`config.mk`:
```
export PLATFORM = sky130hd
export DESIGN_NAME = icache_refill
export DESIGN_NICKNAME = d
export VERILOG_FILES = /design/src/icache_pkg.sv /design/src/icache_refill.sv
export SDC_FILE = /design/constraint.sdc
export NUM_CORES = 1
export LEC_CHECK = 0
export BUFFER_PORTS_ARGS = -buffer_cell sky130_fd_sc_hd__buf_2
export CORE_MARGIN = 2
export CORE_UTILIZATION = 37
export CTS_BUF_LIST = sky130_fd_sc_hd__clkbuf_4 sky130_fd_sc_hd__clkbuf_8 sky130_fd_sc_hd__clkbuf_16
export CTS_CLUSTER_SIZE = 8
export DETAILED_ROUTE_END_ITERATION = 6
export PLACE_DENSITY_LB_ADDON = 0.12
export SYNTH_ARGS = -nofsm -noshare
export SYNTH_HDL_FRONTEND = slang
export SYNTH_SLANG_ARGS = --single-unit
```
`constraint.sdc`:
```
create_clock -name clk_i -period 1.3 [get_ports clk_i]
set_input_delay 0.26 -clock clk_i [delete_from_list [all_inputs] [get_ports clk_i]]
set_output_delay 0.26 -clock clk_i [all_outputs]
set_load 0.05 [all_outputs]
```
`src/icache_pkg.sv`:
```
`default_nettype none

package icache_pkg;

  ////////////////////////////////////////
  // Address geometry
  ////////////////////////////////////////

  localparam int unsigned PhysAddrLen     = 32;
  localparam int unsigned LineOffsetWidth = 6;
  localparam int unsigned WordsPerLine    = 16;
  localparam int unsigned WordOffsetWidth = $clog2(WordsPerLine);
  // Byte bits below the word offset
  localparam int unsigned ByteOffsetWidth = LineOffsetWidth - WordOffsetWidth;
  localparam int unsigned SetsWidth       = 6;
  localparam int unsigned NumSets         = 2 ** SetsWidth;
  localparam int unsigned TagWidth        = PhysAddrLen - SetsWidth - LineOffsetWidth;

  ////////////////////////////////////////
  // Cache types
  ////////////////////////////////////////

  typedef logic [31:0] word_t;
  typedef logic [SetsWidth-1:0] set_t;

  // Set index in the upper bits, word offset in the lower bits
  typedef logic [SetsWidth+WordOffsetWidth-1:0] word_addr_t;
  typedef logic [PhysAddrLen-LineOffsetWidth-1:0] line_addr_t;

  typedef struct packed {
    logic [TagWidth-1:0] tag;
    logic                valid;
  } tag_t;

  typedef enum logic [3:0] {
    ExcNone             = 4'd0,
    ExcInstrAccessFault = 4'd1
  } exc_cause_e;

  typedef struct packed {
    logic [63:0] pc;
  } icache_req_t;

  typedef struct packed {
    word_t      instr;
    logic       exception;
    exc_cause_e ex_code;
  } icache_resp_t;

  typedef struct packed {
    word_t data;
    logic  denied;
  } mem_beat_t;

endpackage

`default_nettype wire

```
`src/icache_refill.sv`:
```
`timescale 1ns/1ps
`default_nettype none

module icache_refill #(
  parameter int unsigned NumWays = 4
) (
  input  logic                       clk_i,
  input  logic                       rst_ni,

  // Refill command from the controller
  input  logic                       start_i,
  input  logic [$clog2(NumWays)-1:0] way_i,
  input  icache_pkg::line_addr_t     line_i,

  // Memory beats
  input  logic                       beat_valid_i,
  input  icache_pkg::mem_beat_t      beat_i,

  // Data RAM write
  output logic                       data_wr_o,
  output logic [$clog2(NumWays)-1:0] data_wr_way_o,
  output icache_pkg::word_addr_t     data_wr_addr_o,
  output icache_pkg::word_t          data_wr_data_o,

  // Tag RAM write
  output logic                       tag_wr_o,
  output logic [$clog2(NumWays)-1:0] tag_wr_way_o,
  output icache_pkg::set_t           tag_wr_set_o,
  output icache_pkg::tag_t           tag_wr_data_o,

  output logic                       done_o,
  output logic                       denied_o
);

  import icache_pkg::*;

  typedef enum logic [1:0] {
    RefillIdle,
    RefillProgress,
    RefillComplete
  } refill_state_e;

  refill_state_e                state_q, state_d;
  logic [WordOffsetWidth-1:0]   idx_q, idx_d;
  logic                         denied_q, denied_d;
  logic [$clog2(NumWays)-1:0]   way_q;
  line_addr_t                   line_q;

  // Target of the refill is held for the whole line
  always_ff @(posedge clk_i) begin
    if (start_i) begin
      way_q  <= way_i;
      line_q <= line_i;
    end
  end

  assign data_wr_way_o  = way_q;
  assign data_wr_addr_o = {line_q[SetsWidth-1:0], idx_q};
  assign data_wr_data_o = beat_i.data;

  assign tag_wr_way_o       = way_q;
  assign tag_wr_set_o       = line_q[SetsWidth-1:0];
  assign tag_wr_data_o.tag  = line_q[$bits(line_addr_t)-1:SetsWidth];
  assign tag_wr_data_o.valid = 1'b1;

  assign denied_o = denied_q;

  always_comb begin
    state_d   = state_q;
    idx_d     = idx_q;
    denied_d  = denied_q;
    data_wr_o = 1'b0;
    tag_wr_o  = 1'b0;
    done_o    = 1'b0;

    unique case (state_q)
      RefillIdle: begin
        if (start_i) begin
          idx_d    = '0;
          denied_d = 1'b0;
          state_d  = RefillProgress;
        end
      end

      RefillProgress: begin
        if (beat_valid_i) begin
          data_wr_o = !beat_i.denied;
          denied_d  = denied_q || beat_i.denied;
          idx_d     = idx_q + 1'b1;
          // A denied beat anywhere in the line keeps the tag invalid
          if (&idx_q) begin
            tag_wr_o = !denied_d;
            state_d  = RefillComplete;
          end
        end
      end

      RefillComplete: begin
        done_o  = 1'b1;
        state_d = RefillIdle;
      end

      default: state_d = RefillIdle;
    endcase
  end

  always_ff @(posedge clk_i or negedge rst_ni) begin
    if (!rst_ni) begin
      state_q  <= RefillIdle;
      idx_q    <= '0;
      denied_q <= 1'b0;
    end else begin
      state_q  <= state_d;
      idx_q    <= idx_d;
      denied_q <= denied_d;
    end
  end

endmodule

`default_nettype wire

```
==> run summary, run 1 <==
status = finished with violations
failing checks = negative setup slack
fillcell total = 365
Post-DRT Antenna Nets = 0
first-pass GRT wire length = 4400 um
Final WS setup = -0.285 ns
slowest cell delay on critical path = 0.39 ns
Area Growth Syn to Fin = 26.7%
area occupied by multi-input gates = 231 um^2
YS warnings = 0
number of I/O port buffers = 76
FF-to-FF Start = state_q[1]
DR vias/cell = 4.55
grt ovf = 0
drt initial violations = 50
R2R depth = 4
CTS tree = yes
crit end category = output pin
syn_nets = 174
detailed-route via count = 965
Clock Root Buffer = clkbuf_8
vias in the first global route = 968
Nets = 228
H-tree levels = 2
TritonRoute pass-1 iters = 4
largest family of logic cells by synthesized area = buffers and inverters
DRC violations left = 0
Period minus WS final = 1.59 ns
VDD IR max = 0.957 mV
main area contributors after synthesis = edfxtp_1 55%, buf_4 20%, dfrtp_1 11%
switch share = 37.3%
Post-DP HPWL = 2370 um
core box area = 0.00400 mm^2
CP max-delay cell = dfrtp_2
n_diodes = 0
unrepaired setup endpoints after global routing = yes
CP required = 1.04 ns
Max Fclk = 631 MHz
RePlAce Congestion = 0.788
Synth cell types = 22
WL final = 3000 um
register area = 0.00102 mm^2
Synth top area share = 54.7%
largest net degree at the start of global routing = 29
initial antenna violation count = 0
top cells by count, synth = 41 x buf_4, 28 x edfxtp_1, 7 x dfrtp_1, 6 x inv_1
sequential cell area fraction in the yosys report = 66.1%
final setup fails = 3
adder-cell share of the synthesized area = 0.814%
Simple-Gate Fraction of Synth Area = 4.23%
layout cells sized above 1 = 66.0%
Synth Area in Compound Gates = 5.86%
Async SR Flop Fraction = 20.0%
PnR Total Power = 3.52 mW
Top FF cell, synth = edfxtp_1
Fin. Hold Viols = 0
hold endpoint = line_q[18]
CP max FO = 2
final worst-path cycle share = 122%
mux contribution to synthesized area = 1.30%
Tot GR Track Use = 13.1%
top-count cell post-synth = buf_4
hold_sp = line_i[18]
die footprint = 0.00469 mm^2
Syn Area/Cell = 14.2 um^2
worst hold path class = in2reg
largest area contributor in the netlist = edfxtp_1
Critical Path Source Type = register
CTS buffer count = 5
Max Transition Viols Final = 0
combinational power share = 38.8%
Synth Area in XOR/XNOR = 0%
Worst-path clk slew = 0.07 ns
worst path cell trace = ha_4 -> nand4_1 -> nor4_4 -> buf_6
clk_lat worst skew = 0.27 ns
Sum Neg Setup Slack = -0.510 ns
post-synthesis instance area = 0.00154 mm^2
Sequential Power Share = 41.3%
Clk pwr share = 20.0%
Layout Skew = 0.00210 ns
Critical R2R Capture = idx_q[3]
reg-to-reg slack, setup = 0.13 ns
Pleak = 0.886 nW
CTS sink cnt = 35
drt wl/cell = 14.2 um
Syn Inst Count = 108
Cell Rows = 23
PD cells = 1810 mW/mm^2
max_cap viols = 0
net switching power of the design = 1.31 mW
Setup CP Type = reg2out
Hold Path Depth = 1
initial core utilization = 38.4%
#FFs+latches synth = 35
CP arrival = 1.33 ns
chip width = 68.5 um
clock buffer depth = 2
Die H = 68.5 um
IO Count = 142
Post-synth EDFFs = 28
Internal = 2.21 mW
[kinds of logic after synthesis]
logic type               after synthesis
adder cells (fa/ha/maj)                1
AO/OA/AOI/OAI                         11
multiplexers                           2
other                                  1
buffers and inverters                 47
AND/OR/NAND/NOR                       11
flip-flops                            35
[repair_timing]
action | CTS | global route
endpoints found under the setup margin | 7 | 6
hold buffers | 1 | 0
gates resized for setup | 14 | 2
pin swaps | 1 | 0
setup buffers | 1 | 1
endpoints found under the hold margin | 7 | 0
[worst max-delay path: cells and delay by family (launching register included)]
family	cells	cell delay [ns]
DFF	1	0.39
and+or+nand+nor	2	0.33
buffers and inverters	1	0.20
adders and majority gates	1	0.14
[cell type report]
cell class / count / share of cell area [%]
clock buffer: 5 / 3.53
sequential: 35 / 52.4
tap: 50 / 3.21
timing repair buffer: 88 / 27.4
inverter: 6 / 1.16
clock inverter: 2 / 0.450
multi-input combinational: 26 / 11.9
[routing by layer]
metal	global-route usage [%]	up-vias	routed length, um
li1	-	439	-
met2	23.6	74	1470
met3	5.43	21	379
met5	0	-	0
met1	12.6	431	1060
met4	6.75	0	96
[how the worst max path moves through the flow]
stage                     startpoint       end  cells after the start
final                       idx_q[1]  tag_wr_o                      4
after global routing        idx_q[1]  tag_wr_o                      4
after CTS                   idx_q[1]  tag_wr_o                      4
after detailed placement    idx_q[1]  tag_wr_o                      4
after global placement      idx_q[1]  tag_wr_o                      4
after floorplan             idx_q[0]  tag_wr_o                      3
[cells in the final DEF (no fill, tap or decap), types with 3 or more instances in the layout]
cell type / instances
buf_6: 8
inv_1: 5
clkbuf_8: 5
buf_4: 9
edfxtp_1: 28
dfrtp_2: 4
o21ai_0: 3
buf_2: 69
dfrtp_1: 3
[flip-flops by register name, summed over array words and instances (netlist names)]
register	count
state_q	2
idx_q	4
line_q	26
data_wr_way_o	2
denied_o	1
[power by group through the flow]
| stage | Sequential [mW] | Combinational, mW | Clock [mW] |
|---|---|---|---|
| 4_1_cts | 1.45 | 1.36 | 0.727 |
| 2_1_floorplan | 2.00 | 0.621 | 0 |
| 5_1_grt | 1.47 | 1.46 | 0.781 |
| 6_report | 1.45 | 1.36 | 0.702 |
| 3_5_place_dp | 1.48 | 1.28 | 0 |
| 3_3_place_gp | 1.47 | 1.25 | 0 |
[metrics by stage]
| step | hold WS, ns | cells | util [%] | setup slack [ns] | instance area [um^2] |
|---|---|---|---|---|---|
| floorplan | -0.0356 | 108 | - | -0.531 | 1580 |
| global placement | 0.104 | 202 | 44.9 | -0.213 | 1800 |
| detailed placement | 0.107 | 202 | 44.9 | -0.253 | 1800 |
| CTS | 0.145 | 211 | 48.3 | -0.314 | 1930 |
| finish | 0.157 | 212 | 48.7 | -0.285 | 1950 |
| global route | 0.139 | 212 | 48.7 | -0.377 | 1950 |
(Power assumes the default switching activity.)
==> inputs of run 2 (changes only) <==
--- a/config.mk
+++ b/config.mk
@@ -12,6 +12,7 @@
 export CTS_CLUSTER_SIZE = 8
 export DETAILED_ROUTE_END_ITERATION = 6
 export PLACE_DENSITY_LB_ADDON = 0.12
+export SKIP_LAST_GASP = 1
 export SYNTH_ARGS = -nofsm -noshare
 export SYNTH_HDL_FRONTEND = slang
 export SYNTH_SLANG_ARGS = --single-unit
==> run summary, run 2 (synthesized netlist as in run 1, its figures left out) <==
status = finished with violations
failing checks = negative setup slack
CP arrival = 1.33 ns (about the same)
final setup fails = 3 (unchanged)
DR vias/cell = 4.55 (unchanged)
CP required = 1.04 ns (about the same)
die footprint = 0.00469 mm^2 (unchanged)
CTS tree = yes
Period minus WS final = 1.59 ns (-0.00000100 ns)
Critical Path Source Type = register
PnR Total Power = 3.52 mW (about the same)
H-tree levels = 2 (unchanged)
CTS buffer count = 5 (unchanged)
met1 Use GR = 12.6% (unchanged)
chip width = 68.5 um (unchanged)
WL final = 3000 um (unchanged)
Final WS setup = -0.285 ns (+0.00000100 ns)
clk_lat worst skew = 0.27 ns (about the same)
Final Instance Count excl. Fillers = 212 (unchanged)
initial antenna violation count = 0 (unchanged)
detailed-route via count = 965 (unchanged)
n_diodes = 0 (unchanged)
met3 Track Usage GR = 5.43% (unchanged)
Hold Slack = 0.157 ns (+0.00000700 ns)
Max Transition Viols Final = 0 (unchanged)
commonest cells after routing, fill and taps aside = 69 x buf_2, 28 x edfxtp_1, 9 x buf_4
DRC violations left = 0 (unchanged)
core box area = 0.00400 mm^2 (unchanged)
Sum Neg Setup Slack = -0.510 ns (-0.0000970 ns)
Fin. Hold Viols = 0 (unchanged)
RePlAce Congestion = 0.788 (unchanged)
final worst-path cycle share = 122% (about the same)
dpl cell area = 0.00180 mm^2 (unchanged)
CTS sink cnt = 35 (unchanged)
clock buffer depth = 2 (unchanged)
Cell Rows = 23 (unchanged)
largest net degree at the start of global routing = 29 (unchanged)
worst hold path class = in2reg
Post-DP HPWL = 2370 um (unchanged)
IO Count = 142 (unchanged)
first-pass GRT wire length = 4400 um (unchanged)
Pleak = 0.885 nW (about the same)
fillcell total = 365 (unchanged)
Nets = 228 (unchanged)
VDD IR max = 0.957 mV (unchanged)
Clock Root Buffer = clkbuf_8
busiest grt layer = met2
Post-DRT Antenna Nets = 0 (unchanged)
Die H = 68.5 um (unchanged)
Max Fclk = 631 MHz (unchanged)
vias in the first global route = 968 (unchanged)
top flop regs = line_q x26, idx_q x4
drt initial violations = 50 (unchanged)
TritonRoute pass-1 iters = 4 (unchanged)
met2 Use GR = 23.6% (unchanged)
commonest non-fill, non-tap cell in the layout = buf_2
Area Growth Syn to Fin = 26.7% (unchanged)
max_cap viols = 0 (unchanged)
number of I/O port buffers = 76 (unchanged)
PD cells = 1810 mW/mm^2 (about the same)
grt ovf = 0 (unchanged)
layout cells sized above 1 = 65.4% (-0.62 points)
drt wl/cell = 14.2 um (unchanged)
DP Cell Count = 202 (unchanged)
crit end category = output pin
post-layout util = 48.7% (unchanged)
register with the most flip-flops = line_q
unrepaired setup endpoints after global routing = yes
Tot GR Track Use = 13.1% (unchanged)
Layout Skew = 0.00210 ns (-0.00000591 ns)
dpl ws = -0.253 ns (unchanged)
Setup CP Type = reg2out
final instance area = 0.00195 mm^2 (unchanged)
initial core utilization = 38.4% (unchanged)
Worst-path clk slew = 0.07 ns (about the same)
max reg flops = 26 (unchanged)
CP max FO = 2 (unchanged)
## run 2: cell types whose count changed in the layout (fill, tap and decap cells not counted)
cell / change
inv_1: +1
inv_2: -1
## run 2: final cells by class
| cell class | instances | area, um^2 | share of cell area [%] |
|---|---|---|---|
| clock inverters | 2 | 8.76 | 0.450 |
| repair buffers | 88 | 533 | 27.4 |
| multi-input cells | 26 | 231 | 11.9 |
| inverters | 6 | 22.5 | 1.16 |
| well taps | 50 | 62.6 | 3.21 |
| clock buffers | 5 | 68.8 | 3.53 |
| flip-flops and latches | 35 | 1020 | 52.4 |
## run 2: layer usage
metal	part of all wire, %	up-vias
met5	0	-
met4	3.2	0
met3	13	21
met2	49	74
met1	35	431
li1	-	439
## run 2: critical path, cell delays in order (launching register included)
cell,delay (ns)
dfrtp_2,0.39
ha_4,0.14
nand4_1,0.14
nor4_4,0.19
buf_6,0.20
## run 2: report_power, final
part	leakage, nW	internal, mW	switching, mW	total [mW]
combinational	0.494	0.476	0.888	1.36
clock	0.0414	0.356	0.347	0.702
sequential	0.350	1.37	0.0766	1.45
total	0.885	2.21	1.31	3.52
## run 2: what timing repair did
| item | 4_1_cts | 5_1_grt |
|---|---|---|
| setup buffers | 1 | 1 |
| pin swaps | 1 | 0 |
| endpoints found under the setup margin | 7 | 6 |
| hold buffers | 1 | 0 |
| gates resized for setup | 13 | 2 |
| hold endpoints to repair | 7 | 0 |
## run 2: path summary, 6_finish.rpt
kind                             from          to  slack (ns)  depth (start not counted)
max reg2reg                state_q[1]    idx_q[3]        0.13                          4
max                          idx_q[1]    tag_wr_o       -0.29                          4
min in group asynchronous      rst_ni  state_q[0]        0.34                          2
max in group asynchronous      rst_ni    idx_q[0]        0.79                          2
min reg2reg                  idx_q[3]    idx_q[3]        0.60                          2
min                        line_i[18]  line_q[18]        0.16                          1
