--- src/icache_pkg.sv ---
`default_nettype none

package icache_pkg;

  ////////////////////////////////////////
  // Address geometry
  ////////////////////////////////////////

  localparam int unsigned PhysAddrLen     = 32;
  localparam int unsigned LineOffsetWidth = 6;
  localparam int unsigned WordsPerLine    = 16;
  localparam int unsigned WordOffsetWidth = $clog2(WordsPerLine);
  // Byte bits below the word offset
  localparam int unsigned ByteOffsetWidth = LineOffsetWidth - WordOffsetWidth;
  localparam int unsigned SetsWidth       = 6;
  localparam int unsigned NumSets         = 2 ** SetsWidth;
  localparam int unsigned TagWidth        = PhysAddrLen - SetsWidth - LineOffsetWidth;

  ////////////////////////////////////////
  // Cache types
  ////////////////////////////////////////

  typedef logic [31:0] word_t;
  typedef logic [SetsWidth-1:0] set_t;

  // Set index in the upper bits, word offset in the lower bits
  typedef logic [SetsWidth+WordOffsetWidth-1:0] word_addr_t;
  typedef logic [PhysAddrLen-LineOffsetWidth-1:0] line_addr_t;

  typedef struct packed {
    logic [TagWidth-1:0] tag;
    logic                valid;
  } tag_t;

  typedef enum logic [3:0] {
    ExcNone             = 4'd0,
    ExcInstrAccessFault = 4'd1
  } exc_cause_e;

  typedef struct packed {
    logic [63:0] pc;
  } icache_req_t;

  typedef struct packed {
    word_t      instr;
    logic       exception;
    exc_cause_e ex_code;
  } icache_resp_t;

  typedef struct packed {
    word_t data;
    logic  denied;
  } mem_beat_t;

endpackage

`default_nettype wire

--- src/icache_ctrl.sv ---
`timescale 1ns/1ps
`default_nettype none

module icache_ctrl #(
  parameter int unsigned NumWays = 4
) (
  input  logic                            clk_i,
  input  logic                            rst_ni,

  // CPU side
  input  logic                            req_valid_i,
  input  icache_pkg::icache_req_t         req_i,
  output logic                            resp_valid_o,
  output icache_pkg::icache_resp_t        resp_o,
  input  logic                            flush_i,
  output logic                            flush_done_o,

  // Tag and data lookup
  output logic                            lookup_o,
  output icache_pkg::word_addr_t          lookup_addr_o,
  output logic [icache_pkg::TagWidth-1:0] lookup_tag_o,
  input  logic [NumWays-1:0]              hit_i,
  input  logic [$clog2(NumWays)-1:0]      way_i,
  input  icache_pkg::word_t [NumWays-1:0] words_i,
  output logic                            miss_o,

  // Invalidation sweep
  output logic                            inval_o,
  output icache_pkg::set_t                inval_set_o,

  // Refill unit
  output logic                            refill_start_o,
  output logic [$clog2(NumWays)-1:0]      refill_way_o,
  output icache_pkg::line_addr_t          refill_line_o,
  input  logic                            refill_done_i,
  input  logic                            refill_denied_i,

  // Memory request
  output logic                            mem_req_valid_o,
  output icache_pkg::line_addr_t          mem_req_addr_o
);

  import icache_pkg::*;

  localparam int unsigned TagLsb = SetsWidth + LineOffsetWidth;

  typedef enum logic [2:0] {
    StateSweep,
    StateIdle,
    StateLookup,
    StateFill,
    StateReplay,
    StateFault
  } state_e;

  state_e                     state_q, state_d;
  set_t                       sweep_q, sweep_d;
  logic                       flush_done_q;
  logic [PhysAddrLen-1:0]     pc_q;
  logic [$clog2(NumWays)-1:0] way_q;

  ////////////////////////////////////////
  // Request and victim latches
  ////////////////////////////////////////

  always_ff @(posedge clk_i) begin
    if (state_q == StateIdle && req_valid_i) begin
      pc_q <= req_i.pc[PhysAddrLen-1:0];
    end
    if (state_q == StateLookup && !(|hit_i)) begin
      way_q <= way_i;
    end
  end

  assign inval_set_o    = sweep_q;
  assign refill_way_o   = way_i;
  assign refill_line_o  = pc_q[PhysAddrLen-1:LineOffsetWidth];
  assign mem_req_addr_o = pc_q[PhysAddrLen-1:LineOffsetWidth];
  assign flush_done_o   = flush_done_q;

  ////////////////////////////////////////
  // Main FSM
  ////////////////////////////////////////

  always_comb begin
    state_d         = state_q;
    sweep_d         = sweep_q;
    lookup_o        = 1'b0;
    lookup_addr_o   = pc_q[TagLsb-1:ByteOffsetWidth];
    lookup_tag_o    = pc_q[PhysAddrLen-1:TagLsb];
    miss_o          = 1'b0;
    inval_o         = 1'b0;
    refill_start_o  = 1'b0;
    mem_req_valid_o = 1'b0;
    resp_valid_o    = 1'b0;
    resp_o.instr     = words_i[way_q];
    resp_o.exception = 1'b0;
    resp_o.ex_code   = ExcNone;

    unique case (state_q)
      // Clear one set per cycle across all ways
      StateSweep: begin
        inval_o = 1'b1;
        sweep_d = sweep_q + 1'b1;
        if (&sweep_q) begin
          state_d = StateIdle;
        end
      end

      StateIdle: begin
        if (flush_i) begin
          state_d = StateSweep;
        end else if (req_valid_i) begin
          if (|req_i.pc[63:PhysAddrLen]) begin
            state_d = StateFault;
          end else begin
            lookup_o      = 1'b1;
            lookup_addr_o = req_i.pc[TagLsb-1:ByteOffsetWidth];
            lookup_tag_o  = req_i.pc[PhysAddrLen-1:TagLsb];
            state_d       = StateLookup;
          end
        end
      end

      StateLookup: begin
        if (|hit_i) begin
          resp_valid_o = 1'b1;
          resp_o.instr = words_i[way_i];
          state_d      = StateIdle;
        end else begin
          miss_o          = 1'b1;
          refill_start_o  = 1'b1;
          mem_req_valid_o = 1'b1;
          state_d         = StateFill;
        end
      end

      // Arrays belong to the refill unit here
      StateFill: begin
        if (refill_done_i) begin
          if (refill_denied_i) begin
            state_d = StateFault;
          end else begin
            lookup_o = 1'b1;
            state_d  = StateReplay;
          end
        end
      end

      // The refilled way holds the line, so no hit check is needed
      StateReplay: begin
        resp_valid_o = 1'b1;
        state_d      = StateIdle;
      end

      StateFault: begin
        resp_valid_o     = 1'b1;
        resp_o.instr     = '0;
        resp_o.exception = 1'b1;
        resp_o.ex_code   = ExcInstrAccessFault;
        state_d          = StateIdle;
      end

      default: state_d = StateSweep;
    endcase
  end

  always_ff @(posedge clk_i or negedge rst_ni) begin
    if (!rst_ni) begin
      state_q      <= StateSweep;
      sweep_q      <= '0;
      flush_done_q <= 1'b0;
    end else begin
      state_q      <= state_d;
      sweep_q      <= sweep_d;
      flush_done_q <= state_q == StateSweep && &sweep_q;
    end
  end

endmodule

`default_nettype wire

--- config.mk ---
export PLATFORM = sky130hd
export DESIGN_NAME = icache_ctrl
export DESIGN_NICKNAME = d
export VERILOG_FILES = /design/src/icache_pkg.sv /design/src/icache_ctrl.sv
export SDC_FILE = /design/constraint.sdc
export NUM_CORES = 1
export LEC_CHECK = 0
export BUFFER_PORTS_ARGS = -buffer_cell sky130_fd_sc_hd__buf_2
export CAP_MARGIN = 10
export CORE_AREA = 2 2 131 133
export CTS_CLUSTER_SIZE = 20
export DETAILED_ROUTE_END_ITERATION = 12
export DIE_AREA = 0 0 133 135
export PLACE_DENSITY = 0.7
export SETUP_SLACK_MARGIN = 0.1
export SLEW_MARGIN = 10
export SYNTH_ARGS = -nofsm -noshare
export SYNTH_HDL_FRONTEND = slang
export SYNTH_SLANG_ARGS = --single-unit
--- constraint.sdc ---
create_clock -name clk_i -period 4.68 [get_ports clk_i]
set_input_delay 0.234 -clock clk_i [delete_from_list [all_inputs] [get_ports clk_i]]
set_output_delay 0.234 -clock clk_i [all_outputs]
set_load 0.01 [all_outputs]
==> results of run 1 <==
synthesized netlist by cell type, drive strengths merged (2+ instances only):
master / instances
inv: 35
nand2: 7
clkbuf: 13
nand3: 33
o21ai: 35
dfrtp: 10
xnor2: 3
nand2b: 2
edfxtp: 32
mux2: 31
xor2: 2
buf: 76
nor2b: 2
nand4: 5
nor4: 9
mux4: 64
nor3: 3
nor2: 4
layer usage:
| layer | GRT usage, % | part of all wire, % | vias to the layer above |
|---|---|---|---|
| li1 | - | - | 1925 |
| met5 | 0 | 0.089 | - |
| met3 | 3.45 | 7.4 | 18 |
| met4 | 5.91 | 2.4 | 2 |
| met1 | 16.2 | 36 | 2003 |
| met2 | 29.6 | 54 | 213 |
worst reg2reg max path, stage by stage (launching register included):
cell and delay, ns:
dfrtp_1 0.52, nor2b_1 0.29, o21ai_0 0.23, and4bb_2 0.28, a211o_1 0.29
worst paths after layout:
kind / end / slack [ns] / cells past startpoint
max: lookup_tag_o[4] / 1.91 / 7
min: pc_q[17]$_DFFE_PP_ / 0.13 / 1
max reg2reg: state_q[1]$_DFFE_PN0P_ / 2.97 / 4
min reg2reg: inval_set_o[5]$_DFFE_PN0P_ / 0.51 / 1
max in group asynchronous: inval_set_o[2]$_DFFE_PN0P_ / 4.13 / 2
min in group asynchronous: flush_done_o$_DFF_PN0_ / 0.36 / 2
cell type report:
type | instances | area share [%]
Multi-Input combinational cell | 215 | 41.8
Antenna cell | 2 | 0.0835
Sequential cell | 42 | 20.2
Clock inverter | 3 | 0.313
Tap cell | 220 | 4.59
Timing Repair Buffer | 340 | 28.8
Clock buffer | 5 | 2.09
Inverter | 35 | 2.19
state kept, by name, indices dropped and copies added (netlist names):
register	count
state_q	3
inval_set_o	6
flush_done_o	1
pc_q	30
way_q	2
power by group:
part           total [mW]  internal (mW)  switching, mW
Sequential          0.569          0.494         0.0751
Combinational       0.671          0.338          0.333
Clock               0.347          0.198          0.149
cell families after synthesis:
logic type	after synthesis	share of synthesized area [%]
XOR/XNOR	5	0.991
other	1	0.0848
adder cells (fa/ha/maj)	1	0.283
AND/OR/NAND/NOR	71	9.43
flip-flops	42	27.4
multiplexers	95	40.5
AO/OA/AOI/OAI	40	4.87
buffers and inverters	124	16.4
through the flow:
stage | hold slack (ns) | util [%] | instances
finish | 0.129 | 36.6 | 862
global route | 0.122 | 36.6 | 862
CTS | 0.122 | 36.5 | 860
detailed placement | 0.106 | 35.6 | 851
global placement | 0.104 | 35.6 | 851
floorplan | -0.0616 | - | 381
repair_timing:
item	CTS	global route
hold buffers	1	0
setup endpoints to repair	0	0
hold endpoints to repair	10	0
buffers inserted	0	0
==> flow_metrics.tcl, run 1 <==
set metrics [dict create \
    gr-total-overflow 0 \
    nets 844 \
    ys.flop_type "edfxtp_1" \
    cp.arrival_ns 2.54 \
    yosys.area.top_type "mux4_2" \
    gp_congestion 0.829 \
    slew_headroom_pct 32.3 \
    post-place-ws_ns 1.73 \
    cts_max_level 2 \
    crit_family "simple AND/OR/NAND/NOR gates" \
    die_h_um 135 \
    synth_top_area_share_pct 32.6 \
    ant_nets 0 \
    root_buffer "clkbuf_16" \
    placed_area_mm2 0.00584 \
    period_share_pct 59.3 \
    path_clk_slew_ns 0.07 \
    maxCapViolCount 0 \
    post_drt_via_cell_ratio 4.83 \
    fmax_mhz 360 \
    die_area_mm2 0.0180 \
    clk_latency_ns 0.29 \
    antenna_found_initial 3 \
    final-setup-viol-count 0 \
    path_cells "buf_2 -> nor4_1 -> nand4_1 -> nor3_4 -> buf_4 -> mux2_2 -> buf_2" \
    run_status "complete, no violations" \
    critPathKind "primary input to primary output" \
    detail_route.drc_violations 0 \
    hold_path.class "primary input to register" \
    drive_above_1_share_pct 69.4 \
    power.density_mw_per_mm2 265 \
    die_w_um 133 \
    multiInputGateArea_mm2 0.00251 \
    num_vias 4161 \
    crit_buf_inv 3 \
    cts-resized-gates 0 \
    io_buffers 332 \
    ir_drop_v 0.000148 \
    grt_pass1_vias 4153 \
    critPathMostFrequentCell "buf_2" \
    cts_buffer_depth 2 \
    synthCells 379 \
    wl_um 14500 \
    drt_iter0_drc 129 \
    fillerInstances 1626 \
    ys_seq_area_share_pct 27.4 \
    period_needed_ns 2.77 \
    critPathLaunchType "primary input" \
    hpwl_um 11900 \
    slowest_stage "nor4_1" \
    final.setup.tns_ns 0 \
    clock-sinks 42 \
    worst_slew_pin_slew_ns 1.01 \
    final_common_cell "buf_2" \
    first_pass_iters 4 \
    num_rows 47 \
    worstHoldStart "req_i[17]" \
    final_cell_mix "buf_2 (332), mux4_2 (64), inv_1 (35), o21ai_0 (35), nand3_1 (33)" \
    syn_avg_cell_area_um2 11.7 \
    area_delta_synth_final_pct 35.7 \
    ys_warn_count 0 \
    track_usage_pct 15.4 \
    finalMaxSlewViolations 0 \
    synth.cell_area_mm2 0.00442 \
    r2r-start "state_q[2]$_DFFE_PN0P_" \
    hold_viol_final 0 \
    synth_area_leaders "mux4_2 (33%), edfxtp_1 (22%), buf_4 (10%)" \
    power_mw 1.59 \
    synth_enable_flop_cells 32 \
    critPathLaunch "req_i[41]" \
    numCtsBuffers 5 \
    critPathRequiredTime_ns 4.45 \
    initial_core_util_pct 26.9 \
    worstSetupEndpointType "primary output" \
    core_area_mm2 0.0164 \
    synth-seq-cells 42 \
    max_stage_delay_ns 0.67 \
    synth_cell_types 37 \
    synth-async-reset-ratio_pct 23.8 \
    leakage_nw 2.86 \
    grt_max_degree 66 \
    skew_ns 0.00706 \
    io_pins 338 \
    rsz0062_at_grt "no" \
    setup_ws_ns 1.91 \
    ff_latch_area_mm2 0.00121 \
    wl_per_cell_um 16.9 \
    tritoncts "yes" \
    design_area_mm2 0.00600 \
    grt_pass1_wl_um 21500 \
    critical_path_peak_fanout 31 \
]
No activity file was read; power rests on OpenSTA's default activity.
==> run 2, diff against run 1 <==
==> constraint.sdc (replaced) <==
create_clock -name clk_i -period 2.9 [get_ports clk_i]
set_input_delay 0.145 -clock clk_i [delete_from_list [all_inputs] [get_ports clk_i]]
set_output_delay 0.145 -clock clk_i [all_outputs]
set_load 0.01 [all_outputs]
==> run 2 against run 1 <==
Net effect: cell area is 1.0% higher; die area stayed put; global-route usage is 0.074 points lower; sequential share of layout area fell by 0.21 points; worst hold slack lost 0.088 ns; count of clock-buffer cells in the layout stayed put; sequential power increased by 62%; critical path depth shrank 1; worst setup slack lost 1.5 ns; routed wire length down 0.12%; sequential cell count unchanged; via count grew 1.4%; highest routed layer unchanged.
==> flow_metrics.tcl, run 2 (synthesis results as in run 1) <==
set metrics [dict create \
    run_status "complete, no violations" \
    ant_nets 0 \
    path_clk_slew_ns 0.07 \
    numCtsBuffers 5 \
    place_inst 855 \
    finalNonFillerCells 864 \
    period_needed_ns 2.51 \
    period_share_pct 86.5 \
    antenna_found_initial 4 \
    worst_slew_pin_slew_ns 0.820 \
    setup_ws_ns 0.392 \
    worstHoldPathCells 1 \
    largest_reg_flops 30 \
    final.setup.tns_ns 0 \
    clk_latency_ns 0.28 \
    grt_pass1_wl_um 21400 \
    drt_iter0_drc 163 \
    initial_core_util_pct 26.9 \
    num_vias 4220 \
    wl_per_cell_um 16.8 \
    gr-total-overflow 0 \
    final-setup-viol-count 0 \
    critPathKind "register to primary output" \
    nets 848 \
    critPathLaunch "state_q[1]$_DFFE_PN0P_" \
    fmax_mhz 399 \
    slowest_stage "dfrtp_1" \
    skew_ns 0.00572 \
    grt_pass1_vias 4220 \
    post_drt_via_cell_ratio 4.88 \
    max_stage_delay_ns 0.56 \
    die_w_um 133 \
    post-cts-setup-buffers 0 \
    hold_viol_final 0 \
    cts-resized-gates 0 \
    worstHoldStart "req_i[28]" \
    cts_max_level 2 \
    critPathRequiredTime_ns 2.76 \
    gp_congestion 0.831 \
    power.density_mw_per_mm2 437 \
    leakage_nw 2.89 \
    die_h_um 135 \
    hold_path.class "primary input to register" \
    finalMaxSlewViolations 0 \
    slew_headroom_pct 45.3 \
    tritoncts "yes" \
    post-place-ws_ns 0.673 \
    top_register "pc_q" \
    drive_above_1_share_pct 69.6 \
    io_pins 338 \
    io_buffers 332 \
    die_area_mm2 0.0180 \
    first_pass_iters 5 \
    root_buffer "clkbuf_16" \
    clock-sinks 42 \
    wl_um 14500 \
    core_area_mm2 0.0164 \
    final_cell_mix "buf_2 (332), mux4_2 (64), inv_1 (35), o21ai_0 (35), nand3_1 (33)" \
    final_common_cell "buf_2" \
    r2r-start "state_q[1]$_DFFE_PN0P_" \
    maxCapViolCount 0 \
    hold_slack_ns 0.0415 \
    hpwl_um 12000 \
    critical_path_peak_fanout 24 \
    rsz0062_at_grt "no" \
    rr_worst_depth 4 \
    cts_buffer_depth 2 \
    path_cells "nor4b_4 -> nand2_1 -> nor3_4 -> buf_4 -> mux2_2 -> buf_2" \
    cp.arrival_ns 2.36 \
    area_delta_synth_final_pct 37.1 \
    fin_util_pct 36.9 \
    num_rows 47 \
    ir_drop_v 0.000297 \
    track_usage_pct 15.3 \
    worstSetupEndpointType "primary output" \
    critPathLaunchType "register" \
    grt_max_degree 66 \
    antenna_cells 0 \
    detail_route.drc_violations 0 \
]
-- run 2: through the flow --
stage	power, mW	instance area, um^2
finish	2.65	6060
floorplan	1.64	4440
global placement	2.00	5880
global route	2.81	6060
detailed placement	2.02	5880
CTS	2.68	6060
-- run 2: cell type report --
type                            count  area (um^2)
Timing Repair Buffer              344         1770
Sequential cell                    42         1210
Fill cell                        1615        10300
Clock buffer                        5          125
Inverter                           35          131
Clock inverter                      3         43.8
Tap cell                          220          275
Multi-Input combinational cell    215         2510
-- run 2: worst max-delay path, delay by kind of cell (launching register included) --
| family | cells | cell delay [ns] |
|---|---|---|
| flops | 1 | 0.56 |
| mux | 1 | 0.38 |
| buf+inv | 2 | 0.47 |
| simple gates | 3 | 0.65 |
-- run 2: worst paths after layout --
| check | slack (ns) | to |
|---|---|---|
| worst max-delay path | 0.39 | lookup_tag_o[15] |
| worst min-delay path | 0.04 | pc_q[28]$_DFFE_PP_ |
| worst max register to register | 1.19 | state_q[1]$_DFFE_PN0P_ |
| worst min register to register | 0.51 | inval_set_o[5]$_DFFE_PN0P_ |
| max in group asynchronous | 2.43 | inval_set_o[1]$_DFFE_PN0P_ |
| min in group asynchronous | 0.28 | state_q[0]$_DFFE_PN0P_ |
-- run 2: power by group --
part | switching [mW] | total, mW | internal [mW] | leakage [nW]
Sequential | 0.122 | 0.919 | 0.797 | 0.421
Clock | 0.237 | 0.644 | 0.408 | 0.0842
Combinational | 0.535 | 1.08 | 0.548 | 2.39
-- run 2: layer usage --
metal	vias up	track usage [%]	share of wire, %
li1	1927	-	-
met1	2016	15.7	34
met2	245	30.0	55
met3	30	3.72	8.4
met4	2	5.50	2.0
met5	-	0	0.089
-- run 2: what timing repair did --
action | CTS | global route
hold buffers | 1 | 0
endpoints found under the hold margin | 10 | 0
setup endpoints to repair | 0 | 0
